`src/common/rv_isa_pkg.sv`:
```
package rv_isa_pkg;

    // Data and instruction widths.
    localparam int xlen      = 32;
    localparam int ilen      = 32;
    localparam int reg_idx_w = 5;
    localparam int cause_w   = 4;

    // Instruction field widths.
    localparam int opcode_w  = 5;
    localparam int funct3_w  = 3;
    localparam int funct12_w = 12;

    // Major opcodes, instruction bits 6 to 2.
    typedef enum logic [opcode_w-1:0] {
        op_load     = 5'b00000,
        op_misc_mem = 5'b00011,
        op_op_imm   = 5'b00100,
        op_auipc    = 5'b00101,
        op_store    = 5'b01000,
        op_op       = 5'b01100,
        op_lui      = 5'b01101,
        op_branch   = 5'b11000,
        op_jalr     = 5'b11001,
        op_jal      = 5'b11011,
        op_system   = 5'b11100
    } opcode_e;

    // ALU funct3 values that carry extra encoding rules.
    typedef enum logic [funct3_w-1:0] {
        alu_add = 3'b000,
        alu_sll = 3'b001,
        alu_srl = 3'b101
    } funct3_e;

    // Upper 12 bits of the privileged SYSTEM instructions.
    localparam logic [funct12_w-1:0] funct12_ecall  = 12'h000;
    localparam logic [funct12_w-1:0] funct12_ebreak = 12'h001;
    localparam logic [funct12_w-1:0] funct12_wfi    = 12'h105;
    localparam logic [funct12_w-1:0] funct12_mret   = 12'h302;

    // Machine-mode trap causes.
    typedef enum logic [cause_w-1:0] {
        cause_illegal = 4'd2,
        cause_ebreak  = 4'd3,
        cause_m_ecall = 4'd11
    } cause_e;

endpackage

```
`src/common/id_pipe_pkg.sv`:
```
package id_pipe_pkg;

    // Fetch to decode.
    typedef struct packed {
        logic                               valid;
        logic [31:1]                        pc;
        logic [rv_isa_pkg::ilen-1:0]        insn;
        logic                               trap;
        logic [rv_isa_pkg::cause_w-1:0]     cause;
    } if_id_t;

    // Decode to execute.
    typedef struct packed {
        logic                               valid;
        logic [31:1]                        pc;
        logic [rv_isa_pkg::ilen-1:0]        insn;
        logic                               use_rd;
        logic [rv_isa_pkg::xlen-1:0]        rs1_val;
        logic [rv_isa_pkg::xlen-1:0]        rs2_val;
        logic                               branch;
        logic                               branch_predict;
        logic                               trap;
        logic [rv_isa_pkg::cause_w-1:0]     cause;
    } id_ex_t;

    // Register write-back.
    typedef struct packed {
        logic                               we;
        logic [rv_isa_pkg::reg_idx_w-1:0]   rd;
        logic [rv_isa_pkg::xlen-1:0]        wdata;
    } wb_t;

    // Branch information sent back to fetch.
    typedef struct packed {
        logic                               is_xret;
        logic                               is_jump;
        logic                               is_branch;
        logic                               predict;
        logic [31:1]                        target;
        logic                               use_rs1;
    } branch_info_t;

endpackage

```
`src/source/id_regfile.sv`:
```
`timescale 1ns/1ps

module id_regfile (
    input  logic                                clk,
    input  logic                                rst,
    input  id_pipe_pkg::wb_t                    wb,
    input  logic [rv_isa_pkg::reg_idx_w-1:0]    rs1_idx,
    input  logic [rv_isa_pkg::reg_idx_w-1:0]    rs2_idx,
    output logic [rv_isa_pkg::xlen-1:0]         rs1_val,
    output logic [rv_isa_pkg::xlen-1:0]         rs2_val
);

    // x1 to x31, x0 has no storage.
    logic [rv_isa_pkg::xlen-1:0] storage [1:31];

    // Combinational read, x0 reads as zero.
    assign rs1_val = (rs1_idx == '0) ? '0 : storage[rs1_idx];
    assign rs2_val = (rs2_idx == '0) ? '0 : storage[rs2_idx];

    always_ff @(posedge clk) begin
        if (rst) begin
            for (int i = 1; i < 32; i++) begin
                storage[i] <= '0;
            end
        end else if (wb.we && (wb.rd != '0)) begin
            storage[wb.rd] <= wb.wdata;
        end
    end

endmodule

```
`src/id_decode/id_insn_decoder.sv`:
```
`timescale 1ns/1ps

module id_insn_decoder (
    input  logic [rv_isa_pkg::ilen-1:0] insn,
    output logic                        valid,
    output logic                        use_rd,
    output logic                        ecall,
    output logic                        ebreak
);

    rv_isa_pkg::opcode_e                    opcode;
    logic [rv_isa_pkg::funct3_w-1:0]        funct3;
    logic [rv_isa_pkg::funct12_w-1:0]       funct12;
    logic                                   sll_ok;
    logic                                   sr_ok;
    logic                                   is_priv;

    assign opcode  = rv_isa_pkg::opcode_e'(insn[6:2]);
    assign funct3  = insn[14:12];
    assign funct12 = insn[31:20];

    // Left shift and most R-type ops need a clear funct7.
    assign sll_ok = insn[31:25] == '0;
    // Right shift and add allow bit 30 only.
    assign sr_ok  = !insn[31] && (insn[29:25] == '0);

    // Privileged SYSTEM space, funct3 zero.
    assign is_priv = (opcode == rv_isa_pkg::op_system) && (funct3 == '0);
    assign ecall   = is_priv && (funct12 == rv_isa_pkg::funct12_ecall);
    assign ebreak  = is_priv && (funct12 == rv_isa_pkg::funct12_ebreak);

    always_comb begin
        valid = 1'b0;
        if (insn[1:0] == 2'b11) begin
            case (opcode)
                rv_isa_pkg::op_load: begin
                    // LB, LH, LW, LBU and LHU.
                    valid = (funct3 != 3'd3) && (funct3 < 3'd6);
                end
                rv_isa_pkg::op_store:    valid = funct3 < 3'd3;
                rv_isa_pkg::op_misc_mem: valid = funct3 < 3'd2;
                rv_isa_pkg::op_op_imm: begin
                    case (funct3)
                        rv_isa_pkg::alu_sll: valid = sll_ok;
                        rv_isa_pkg::alu_srl: valid = sr_ok;
                        default:             valid = 1'b1;
                    endcase
                end
                rv_isa_pkg::op_op: begin
                    if (insn[25]) begin
                        // M extension.
                        valid = insn[31:26] == '0;
                    end else if (funct3 == rv_isa_pkg::alu_add
                                 || funct3 == rv_isa_pkg::alu_srl) begin
                        valid = sr_ok;
                    end else begin
                        valid = sll_ok;
                    end
                end
                rv_isa_pkg::op_branch: valid = funct3[2:1] != 2'b01;
                rv_isa_pkg::op_jalr:   valid = funct3 == '0;
                rv_isa_pkg::op_lui,
                rv_isa_pkg::op_auipc,
                rv_isa_pkg::op_jal:    valid = 1'b1;
                rv_isa_pkg::op_system: begin
                    if (funct3 == '0) begin
                        valid = funct12 inside {rv_isa_pkg::funct12_ecall,
                                                rv_isa_pkg::funct12_ebreak,
                                                rv_isa_pkg::funct12_mret,
                                                rv_isa_pkg::funct12_wfi};
                    end else begin
                        // CSR access, funct3 4 is reserved.
                        valid = funct3 != 3'd4;
                    end
                end
                default: valid = 1'b0;
            endcase
        end
    end

    // Instructions that write rd.
    always_comb begin
        case (opcode)
            rv_isa_pkg::op_load,
            rv_isa_pkg::op_op_imm,
            rv_isa_pkg::op_auipc,
            rv_isa_pkg::op_op,
            rv_isa_pkg::op_lui,
            rv_isa_pkg::op_jalr,
            rv_isa_pkg::op_jal:    use_rd = 1'b1;
            rv_isa_pkg::op_system: use_rd = funct3 != '0;
            default:               use_rd = 1'b0;
        endcase
    end

endmodule

```
`src/id_decode/id_branch_decoder.sv`:
```
`timescale 1ns/1ps

module id_branch_decoder (
    input  logic [rv_isa_pkg::ilen-1:0] insn,
    input  logic [31:1]                 pc,
    input  logic [rv_isa_pkg::xlen-1:0] rs1_val,
    output id_pipe_pkg::branch_info_t   info
);

    rv_isa_pkg::opcode_e            opcode;
    logic [rv_isa_pkg::xlen-1:0]    add_lhs;
    logic [rv_isa_pkg::xlen-1:0]    add_rhs;
    logic [rv_isa_pkg::xlen-1:0]    add_res;
    logic                           is_jump;
    logic                           is_branch;
    logic                           is_xret;
    logic                           use_rs1;

    assign opcode = rv_isa_pkg::opcode_e'(insn[6:2]);

    always_comb begin
        is_jump   = 1'b0;
        is_branch = 1'b0;
        is_xret   = 1'b0;
        use_rs1   = 1'b0;
        add_lhs   = {pc, 1'b0};
        add_rhs   = '0;
        case (opcode)
            rv_isa_pkg::op_jal: begin
                is_jump = 1'b1;
                // J-type immediate.
                add_rhs = {{12{insn[31]}}, insn[19:12], insn[20], insn[30:21], 1'b0};
            end
            rv_isa_pkg::op_jalr: begin
                is_jump = 1'b1;
                use_rs1 = 1'b1;
                add_lhs = rs1_val;
                add_rhs = {{20{insn[31]}}, insn[31:20]};
            end
            rv_isa_pkg::op_branch: begin
                is_branch = 1'b1;
                // B-type immediate.
                add_rhs = {{20{insn[31]}}, insn[7], insn[30:25], insn[11:8], 1'b0};
            end
            rv_isa_pkg::op_system: begin
                is_xret = (insn[14:12] == '0) && (insn[31:20] == rv_isa_pkg::funct12_mret);
            end
            default: ;
        endcase
    end

    assign add_res = add_lhs + add_rhs;

    assign info.is_xret   = is_xret;
    assign info.is_jump   = is_jump;
    assign info.is_branch = is_branch;
    // Backward branches have the sign bit set and are predicted taken.
    assign info.predict   = insn[31];
    assign info.target    = add_res[31:1];
    assign info.use_rs1   = use_rs1;

endmodule

```
`src/source/id_stage.sv`:
```
`timescale 1ns/1ps

module id_stage (
    input  logic                        clk,
    input  logic                        rst,
    input  id_pipe_pkg::if_id_t         d,
    input  id_pipe_pkg::wb_t            wb,
    input  logic                        stall,
    input  logic                        clear,
    input  logic                        fw_rs1_bt,
    input  logic [rv_isa_pkg::xlen-1:0] fw_val,
    output id_pipe_pkg::id_ex_t         q,
    output id_pipe_pkg::branch_info_t   br
);

    // Fetch to decode barrier.
    logic                               r_valid;
    logic                               r_trap;
    logic [rv_isa_pkg::ilen-1:0]        r_insn;
    logic [31:1]                        r_pc;
    logic [rv_isa_pkg::cause_w-1:0]     r_cause;

    logic [rv_isa_pkg::xlen-1:0]        rs1_val;
    logic [rv_isa_pkg::xlen-1:0]        rs2_val;
    logic [rv_isa_pkg::xlen-1:0]        bt_rs1;
    logic                               insn_valid;
    logic                               use_rd;
    logic                               ecall;
    logic                               ebreak;
    logic                               raise;
    logic [rv_isa_pkg::cause_w-1:0]     cause;

    always_ff @(posedge clk) begin
        if (rst) begin
            r_valid <= 1'b0;
            r_trap  <= 1'b0;
            r_insn  <= '0;
        end else if (!stall) begin
            r_valid <= d.valid;
            r_trap  <= d.trap;
            r_insn  <= d.insn;
        end
    end

    always_ff @(posedge clk) begin
        if (!stall) begin
            r_pc    <= d.pc;
            r_cause <= d.cause;
        end
    end

    id_regfile regfile_inst (
        .clk     (clk),
        .rst     (rst),
        .wb      (wb),
        .rs1_idx (r_insn[19:15]),
        .rs2_idx (r_insn[24:20]),
        .rs1_val (rs1_val),
        .rs2_val (rs2_val)
    );

    id_insn_decoder insn_decoder_inst (
        .insn   (r_insn),
        .valid  (insn_valid),
        .use_rd (use_rd),
        .ecall  (ecall),
        .ebreak (ebreak)
    );

    // Late RS1 from the forwarding path for JALR.
    assign bt_rs1 = fw_rs1_bt ? fw_val : rs1_val;

    id_branch_decoder branch_decoder_inst (
        .insn    (r_insn),
        .pc      (r_pc),
        .rs1_val (bt_rs1),
        .info    (br)
    );

    // Trap priority, an incoming trap wins.
    always_comb begin
        raise = 1'b1;
        if (r_trap) begin
            cause = r_cause;
        end else if (r_valid && !insn_valid) begin
            cause = rv_isa_pkg::cause_illegal;
        end else if (r_valid && ecall) begin
            cause = rv_isa_pkg::cause_m_ecall;
        end else if (r_valid && ebreak) begin
            cause = rv_isa_pkg::cause_ebreak;
        end else begin
            raise = 1'b0;
            cause = '0;
        end
    end

    assign q.valid          = !raise && r_valid && !clear;
    assign q.pc             = r_pc;
    assign q.insn           = r_insn;
    assign q.use_rd         = use_rd;
    assign q.rs1_val        = rs1_val;
    assign q.rs2_val        = rs2_val;
    assign q.branch         = br.is_branch;
    assign q.branch_predict = br.predict;
    assign q.trap           = raise && !clear;
    assign q.cause          = cause;

endmodule

```
`config.mk`:
```
export PLATFORM = sky130hd
export DESIGN_NAME = id_stage
export DESIGN_NICKNAME = d
export VERILOG_FILES = /design/src/common/rv_isa_pkg.sv /design/src/common/id_pipe_pkg.sv /design/src/source/id_regfile.sv /design/src/id_decode/id_insn_decoder.sv /design/src/id_decode/id_branch_decoder.sv /design/src/source/id_stage.sv
export SDC_FILE = /design/constraint.sdc
export NUM_CORES = 2
export LEC_CHECK = 0
export BUFFER_PORTS_ARGS = -buffer_cell sky130_fd_sc_hd__buf_2
export CAP_MARGIN = 10
export CORE_ASPECT_RATIO = 0.5
export CORE_MARGIN = 5
export CORE_UTILIZATION = 40
export CTS_CLUSTER_SIZE = 20
export DETAILED_ROUTE_END_ITERATION = 16
export MAX_ROUTING_LAYER = met4
export PLACE_DENSITY = 0.63
export SKIP_CTS_REPAIR_TIMING = 1
export SYNTH_ARGS = -nofsm -noshare
export SYNTH_HDL_FRONTEND = slang
export SYNTH_SLANG_ARGS = --single-unit
export TNS_END_PERCENT = 20
```
`constraint.sdc`:
```
create_clock -name clk -period 4.75 [get_ports clk]
set_input_delay 0 -clock clk [delete_from_list [all_inputs] [get_ports clk]]
set_output_delay 0 -clock clk [all_outputs]
set_load 0.05 [all_outputs]
```
# Word level (Yosys, flattened, before mapping)
# Memory sizes are Yosys's and may differ from the RTL's. A register that Yosys moved wholly into a read port is not among the register bits.
# Index checks and enable logic that the tools add are counted.
# word_totals
ff_bits,69
latch_bits,0
mem_bits_rw,992
rom_bits,0
in_bits,144
out_inout_bits,172
elab_cells,98
mem_count,1
# mem_list
name,words,word_bits,read_ports,rd_clocked_by_memory_dff,write_ports,line_no,rtl
regfile_inst.storage,31,32,2,2,31,id_regfile.sv:14,logic [rv_isa_pkg::xlen-1:0] storage [1:31];
# op_classes
addsub,1
multipliers,0
div_mod_pow,0
n_lt_le_gt_ge,3
eq_ne,19
shift,0
mux,36
bitwise_logic,0
reduce_logical,33
# ops
op,count
32-bit 2-to-1 mux,5
32-bit one-hot mux with 3 select lines,1
32-bit adder,1
32-bit OR reduction,1
5-bit 2-to-1 mux,5
5-bit equality test (second input constant),4
5-bit logical NOT,4
1-bit 2-to-1 mux,18
5-bit by 4-bit equality test with 1-bit output (second input constant),3
1-bit logical AND,13
12-bit by 1-bit equality test with 1-bit output (second input constant),1
12-bit by 10-bit equality test with 1-bit output (second input constant),1
12-bit by 9-bit equality test with 1-bit output (second input constant),1
12-bit logical NOT,1
4-bit 2-to-1 mux,3
5-bit by 3-bit equality test with 1-bit output (second input constant),2
1-bit one-hot mux with 9 select lines,1
7-bit logical NOT,1
7-bit OR reduction,1
6-bit logical NOT,1
3-bit by 2-bit < comparator with 1-bit output (second input constant),2
5-bit by 2-bit equality test with 1-bit output (second input constant),1
5-bit nonzero test,1
1-bit logical NOT,4
other kinds (15),16

# Longest topological paths before layout
# depth
word_depth,13
ltp_mapped,22
mapped_depth_nobuf,17

# Cells and area by module
# Synthesis repeated with hierarchy kept, for this count alone.
# unflattened
cells_unflattened,4068
area_unflattened_um2,59858.7
# modules_own_cells
mod,instances,cells_each,area_each_um2,seq_area_each_um2
id_regfile,1,3500,54225.8,30749.5
id_stage,1,202,2946.6,1731.7
id_branch_decoder,1,303,2249.7,0.0
id_insn_decoder,1,63,436.7,0.0

# Least setup slack after synthesis
# No wires, ideal clock.
# synth_timing
kind,register -> output
from,reg with a tool-made name
to,out br[31] (netlist name)
arrival_ps,5443
setup_slack_ps,-693
path_stages_with_launch,20
cell_sequence,dfxtp_1 -> buf_6 -> buf_6 -> buf_6 -> buf_2 -> mux4_2 -> mux4_2 -> mux2i_1 -> nor2_1 -> mux2i_1 -> a21oi_1 -> ha_1 -> a21oi_1 -> o211ai_1 -> a21o_1 -> a221oi_1 -> o21ai_0 -> a21oi_2 -> a311o_1 -> o311ai_1
# synth_rtl
element,line_no,rtl
"end, declared",id_stage.sv:13,output id_pipe_pkg::branch_info_t br

==> impl_summary.md <==
Logic synthesis
In the post-synthesis netlist, the cell with the most instances is edfxtp_1. Sequential cells were found to cover 54.8% of the synthesized design area. The most used flip-flop cell after synthesis is edfxtp_1. In this run, synthesis inferred 1,059 flip-flops with an integrated enable. The synthesized flop and latch total is 1,103.

The post-synthesis average cell area is 15.5 sq um. The Yosys step of the flow raised 0 warnings. In the synthesized netlist the async set-or-reset flop fraction comes to 0%.

Ranked by total cell area, the synthesized netlist is headed by edfxtp_1 (53%), mux4_2 (24%), and2_1 (11%). After technology mapping, the gate count stands at 3,847. Synthesis instantiated 77 different standard cells from the library. Of all cell types, the one taking the most synthesized area is edfxtp_1. The share of the synthesized area in the top cell type is 53.3%. The summed instance area of the synthesized netlist is 0.0596 sq mm.

The commonest cells after synthesis are edfxtp_1 (1,059), and2_1 (1,002), mux4_2 (630), clkbuf_1 (286), nor2_1 (202).

Floorplanning
Pin placement for this block handled 316 I/O pins. The die is 556 um wide. The floorplan has 100 rows. The placeable core area is 0.148 sq mm.

The floorplan step set the die height to 283 um. For this configuration, the core starts out at a cell density of 40.2%. The floorplan step defined a die boundary enclosing 0.157 sq mm.

Clocking
Clock-pin slew was measured on the worst setup and hold paths at 0.06 ns. The clock tree root buffer cell is clkbuf_16. The number of buffers added by the clock tree synthesis step is 109. The clock insertion delay at the later pin of the skew report is 0.76 ns. In this run the number of H-tree levels came out at 3.

The TritonCTS clock tree is yes. The clock net in this run drives a total of 1,103 sinks. In this run the deepest clock path goes through 3 buffers.

Run
The number of maximum-capacitance violations is 0.

Setup path
The signal on the critical path passes through buf_12 > buf_12 > mux4_2 > mux4_2 > mux2i_2 > buf_4 > nor2_4 > mux2i_1 > a21oi_1 > ha_1 > a2111oi_4 > o21ai_1 > o21a_1 > a22o_1 > a31o_2 > o41a_1 > a21o_1 > a21oi_4 > xnor2_4 > buf_6. The startpoint identified for the worst register-to-register timing path is r_insn[15]$_SDFFE_PP0N_. The worst register-to-register path has a depth of 2. At the worst endpoint, the required time is 4.75 ns. For the worst setup path, the data arrival time is 5.77 ns. The endpoint class of the critical path is an output port. The startpoint kind of the worst setup timing path is a flip-flop.

In this design, the stage delay of the slowest critical-path cell is 0.64 ns. The maximum fanout along the worst path is 6. In this run the critical register-to-register path is captured at r_insn[15]$_SDFFE_PP0N_. For this design, the slowest cell found on the critical path is mux4_2. The critical path ends at br[28].

The start-to-end type of the worst setup path is reg -> out. The setup check on the worst reg-to-reg path leaves a slack of 3.49 ns.

GRT
The pin count of the biggest net entering global routing is 66. The number of global-route vias before repair is 38,800. The first global-routing pass estimated 292,000 um of wire. The number of antenna violations at the first check in global routing was 16. The sum of overflow across all layers after global routing is 0.

For this run, the total global-route usage over all layers was measured as 26.7%.

Drt
The average routed wire per standard cell is 32.3 um. The routed layout has 39,500 vias. The ratio of routed vias to standard cells is 6.09. The number of iterations in the first detailed-routing pass is 5.

The final routed wirelength across all metal layers is 210,000 um. The DRC violation count after routing is 0. The detail route stage leaves a number of antenna-violating nets equal to 0. The number of violations reported at the end of detailed-routing iteration 0 is 5,369.

Placement
The total half-perimeter wirelength after legalization and detailed placement is 130,000 um. The placer's final routability congestion estimate is 0.916. Input and output buffers added on the ports amount to 315. The number of placed instances with taps included is 6,120.

At the placement stage, the worst setup path has a slack of -0.524 ns.

Status
The final reports fail on negative setup slack. The run finished, with violations left.

Cells and area
The final non-filler cell total is 6,482. In the final layout, the share of cells above drive strength 1 is 35.6%. The total of fill cells in the finished design is 12,500. The number of nets in the finished design is 4,560. Cells fill 47.8% of the core in the end. Registers take 0.0327 sq mm. The growth of design area from synthesis to finish is 18.9%. The multi-input combinational cells in the finished layout cover a total of 0.0260 sq mm.

Timing
The number of pins exceeding their max-slew limit in the final report was 0. Setup violations remaining at the end of the flow were counted as 27. Clock skew on the completed layout was measured at 0.0588 ns. The post-route worst hold slack is 0.0101 ns.

The number of hold violations in the final report is 0. For this run, the top clock speed supported by timing is 0.173 GHz. The post-route worst setup slack is -1.02 ns. Setup repair after global routing could not meet its margin everywhere. The worst path in the final design needs a cycle of 5.77 ns, including I/O delays and setup. For the pin with the worst max-slew slack, the measured transition is 1.24 ns. The remaining max-slew budget at the tightest pin is 17.2%. The share of the cycle needed by the critical path after routing is 121%.

Pwr
The areal power density over the cells is 350 mW/mm^2. The worst-case IR drop observed on VDD is 0.314 mV. The analysis attributes to cell leakage a power of 24.9 nW.

Hold path
The class of the tightest hold or removal check is in -> reg. The startpoint identified for the worst hold timing path is stall.
## flip-flops by register name, indices dropped and copies added (netlist names), named ones only
| register | count |
|---|---|
| r_insn | 32 |
| regfile_inst.storage | 1024 |
| r_valid | 1 |
| r_trap | 1 |
| r_pc | 31 |
| r_cause | 4 |
## report_power, final
part | total, mW | internal [mW] | switching (mW)
clock | 8.94 | 4.90 | 4.04
combinational | 4.29 | 1.73 | 2.56
sequential | 11.6 | 11.2 | 0.364
total | 24.8 | 17.8 | 6.96
## how the worst min path moves through the flow
| stage | slack [ns] | endpoint | cells after the start |
|---|---|---|---|
| global route | -0.01 | r_pc[21]$_DFFE_PN_ | 2 |
| finish | 0.01 | r_insn[29]$_SDFFE_PP0N_ | 4 |
| floorplan | 0.1 | r_cause[0]$_DFFE_PN_ | 0 |
| global placement | 0.18 | r_pc[20]$_DFFE_PN_ | 1 |
| CTS | -0.64 | r_pc[6]$_DFFE_PN_ | 1 |
| detailed placement | 0.18 | r_pc[20]$_DFFE_PN_ | 1 |
## critical path, delay by kind of cell, from the launching register on
kind                     cells  cell delay (ns)
buffers and inverters        4             0.67
AND/OR/NAND/NOR              1             0.05
AO/OA/AOI/OAI                9             1.84
multiplexers                 4             1.49
XOR/XNOR                     1             0.13
adder cells (fa/ha/maj)      1             0.36
flip-flops                   1             0.43
## per-layer routing
layer  part of all wire [%]  track usage [%]  vias up
li1                       -                -    15800
met4                    3.3             8.21        0
met3                     13             8.14      404
met5                      0                -        -
met2                     45             39.3     2664
met1                     39             35.7    20600
## layout by cell type, fill, tap and decap left out, types with 9 or more instances in the layout
| master | instances |
|---|---|
| nor2_4 | 34 |
| clkbuf_1 | 23 |
| o21ai_0 | 11 |
| buf_6 | 17 |
| dfxtp_1 | 34 |
| bufinv_16 | 11 |
| nand2_1 | 26 |
| clkinv_2 | 19 |
| nand3_1 | 9 |
| dlygate4sd3_1 | 118 |
| buf_12 | 34 |
| diode_2 | 15 |
| nor2_1 | 159 |
| mux2i_1 | 131 |
| a21o_1 | 22 |
| conb_1 | 32 |
| clkinv_1 | 27 |
| ha_1 | 27 |
| edfxtp_1 | 1059 |
| buf_2 | 288 |
| buf_4 | 312 |
| nor2_2 | 9 |
| clkbuf_16 | 113 |
| or2_2 | 31 |
| mux4_2 | 630 |
| and2_1 | 1001 |
| a21oi_1 | 58 |
| xnor2_1 | 14 |
| inv_1 | 21 |
## layout make-up
type	count	area share, %
timing repair buffer	779	8.51
clock buffer	134	4.02
tap	1989	3.51
multi-input combinational	2368	36.6
inverter	24	0.129
sequential	1103	46.1
clock inverter	70	1.05
antenna	15	0.0529
## through the flow
stage	area (sq um)	TNS [ns]	power [mW]
after floorplan	60100	-0.473	14.2
after global placement	65400	-4.84	15.8
after detailed placement	65400	-4.98	15.8
after CTS	69000	-24.05	24.6
after global routing	70900	-21.93	25.5
final	70900	-17.17	24.8
## logic make-up (layout without fill, tap and decap cells)
| kind of cell | count (synthesis) | count (layout) | share of synthesized area (%) |
|---|---|---|---|
| other | 1 | 47 | 0.00629 |
| AND/OR/NAND/NOR | 1333 | 1333 | 13.1 |
| flip-flops | 1103 | 1103 | 54.8 |
| adder cells (fa/ha/maj) | 31 | 31 | 0.663 |
| AO/OA/AOI/OAI | 173 | 173 | 1.94 |
| multiplexers | 773 | 773 | 26.3 |
| XOR/XNOR | 26 | 26 | 0.382 |
| buffers and inverters | 407 | 1007 | 2.88 |
No activity file was read; power rests on OpenSTA's default activity.
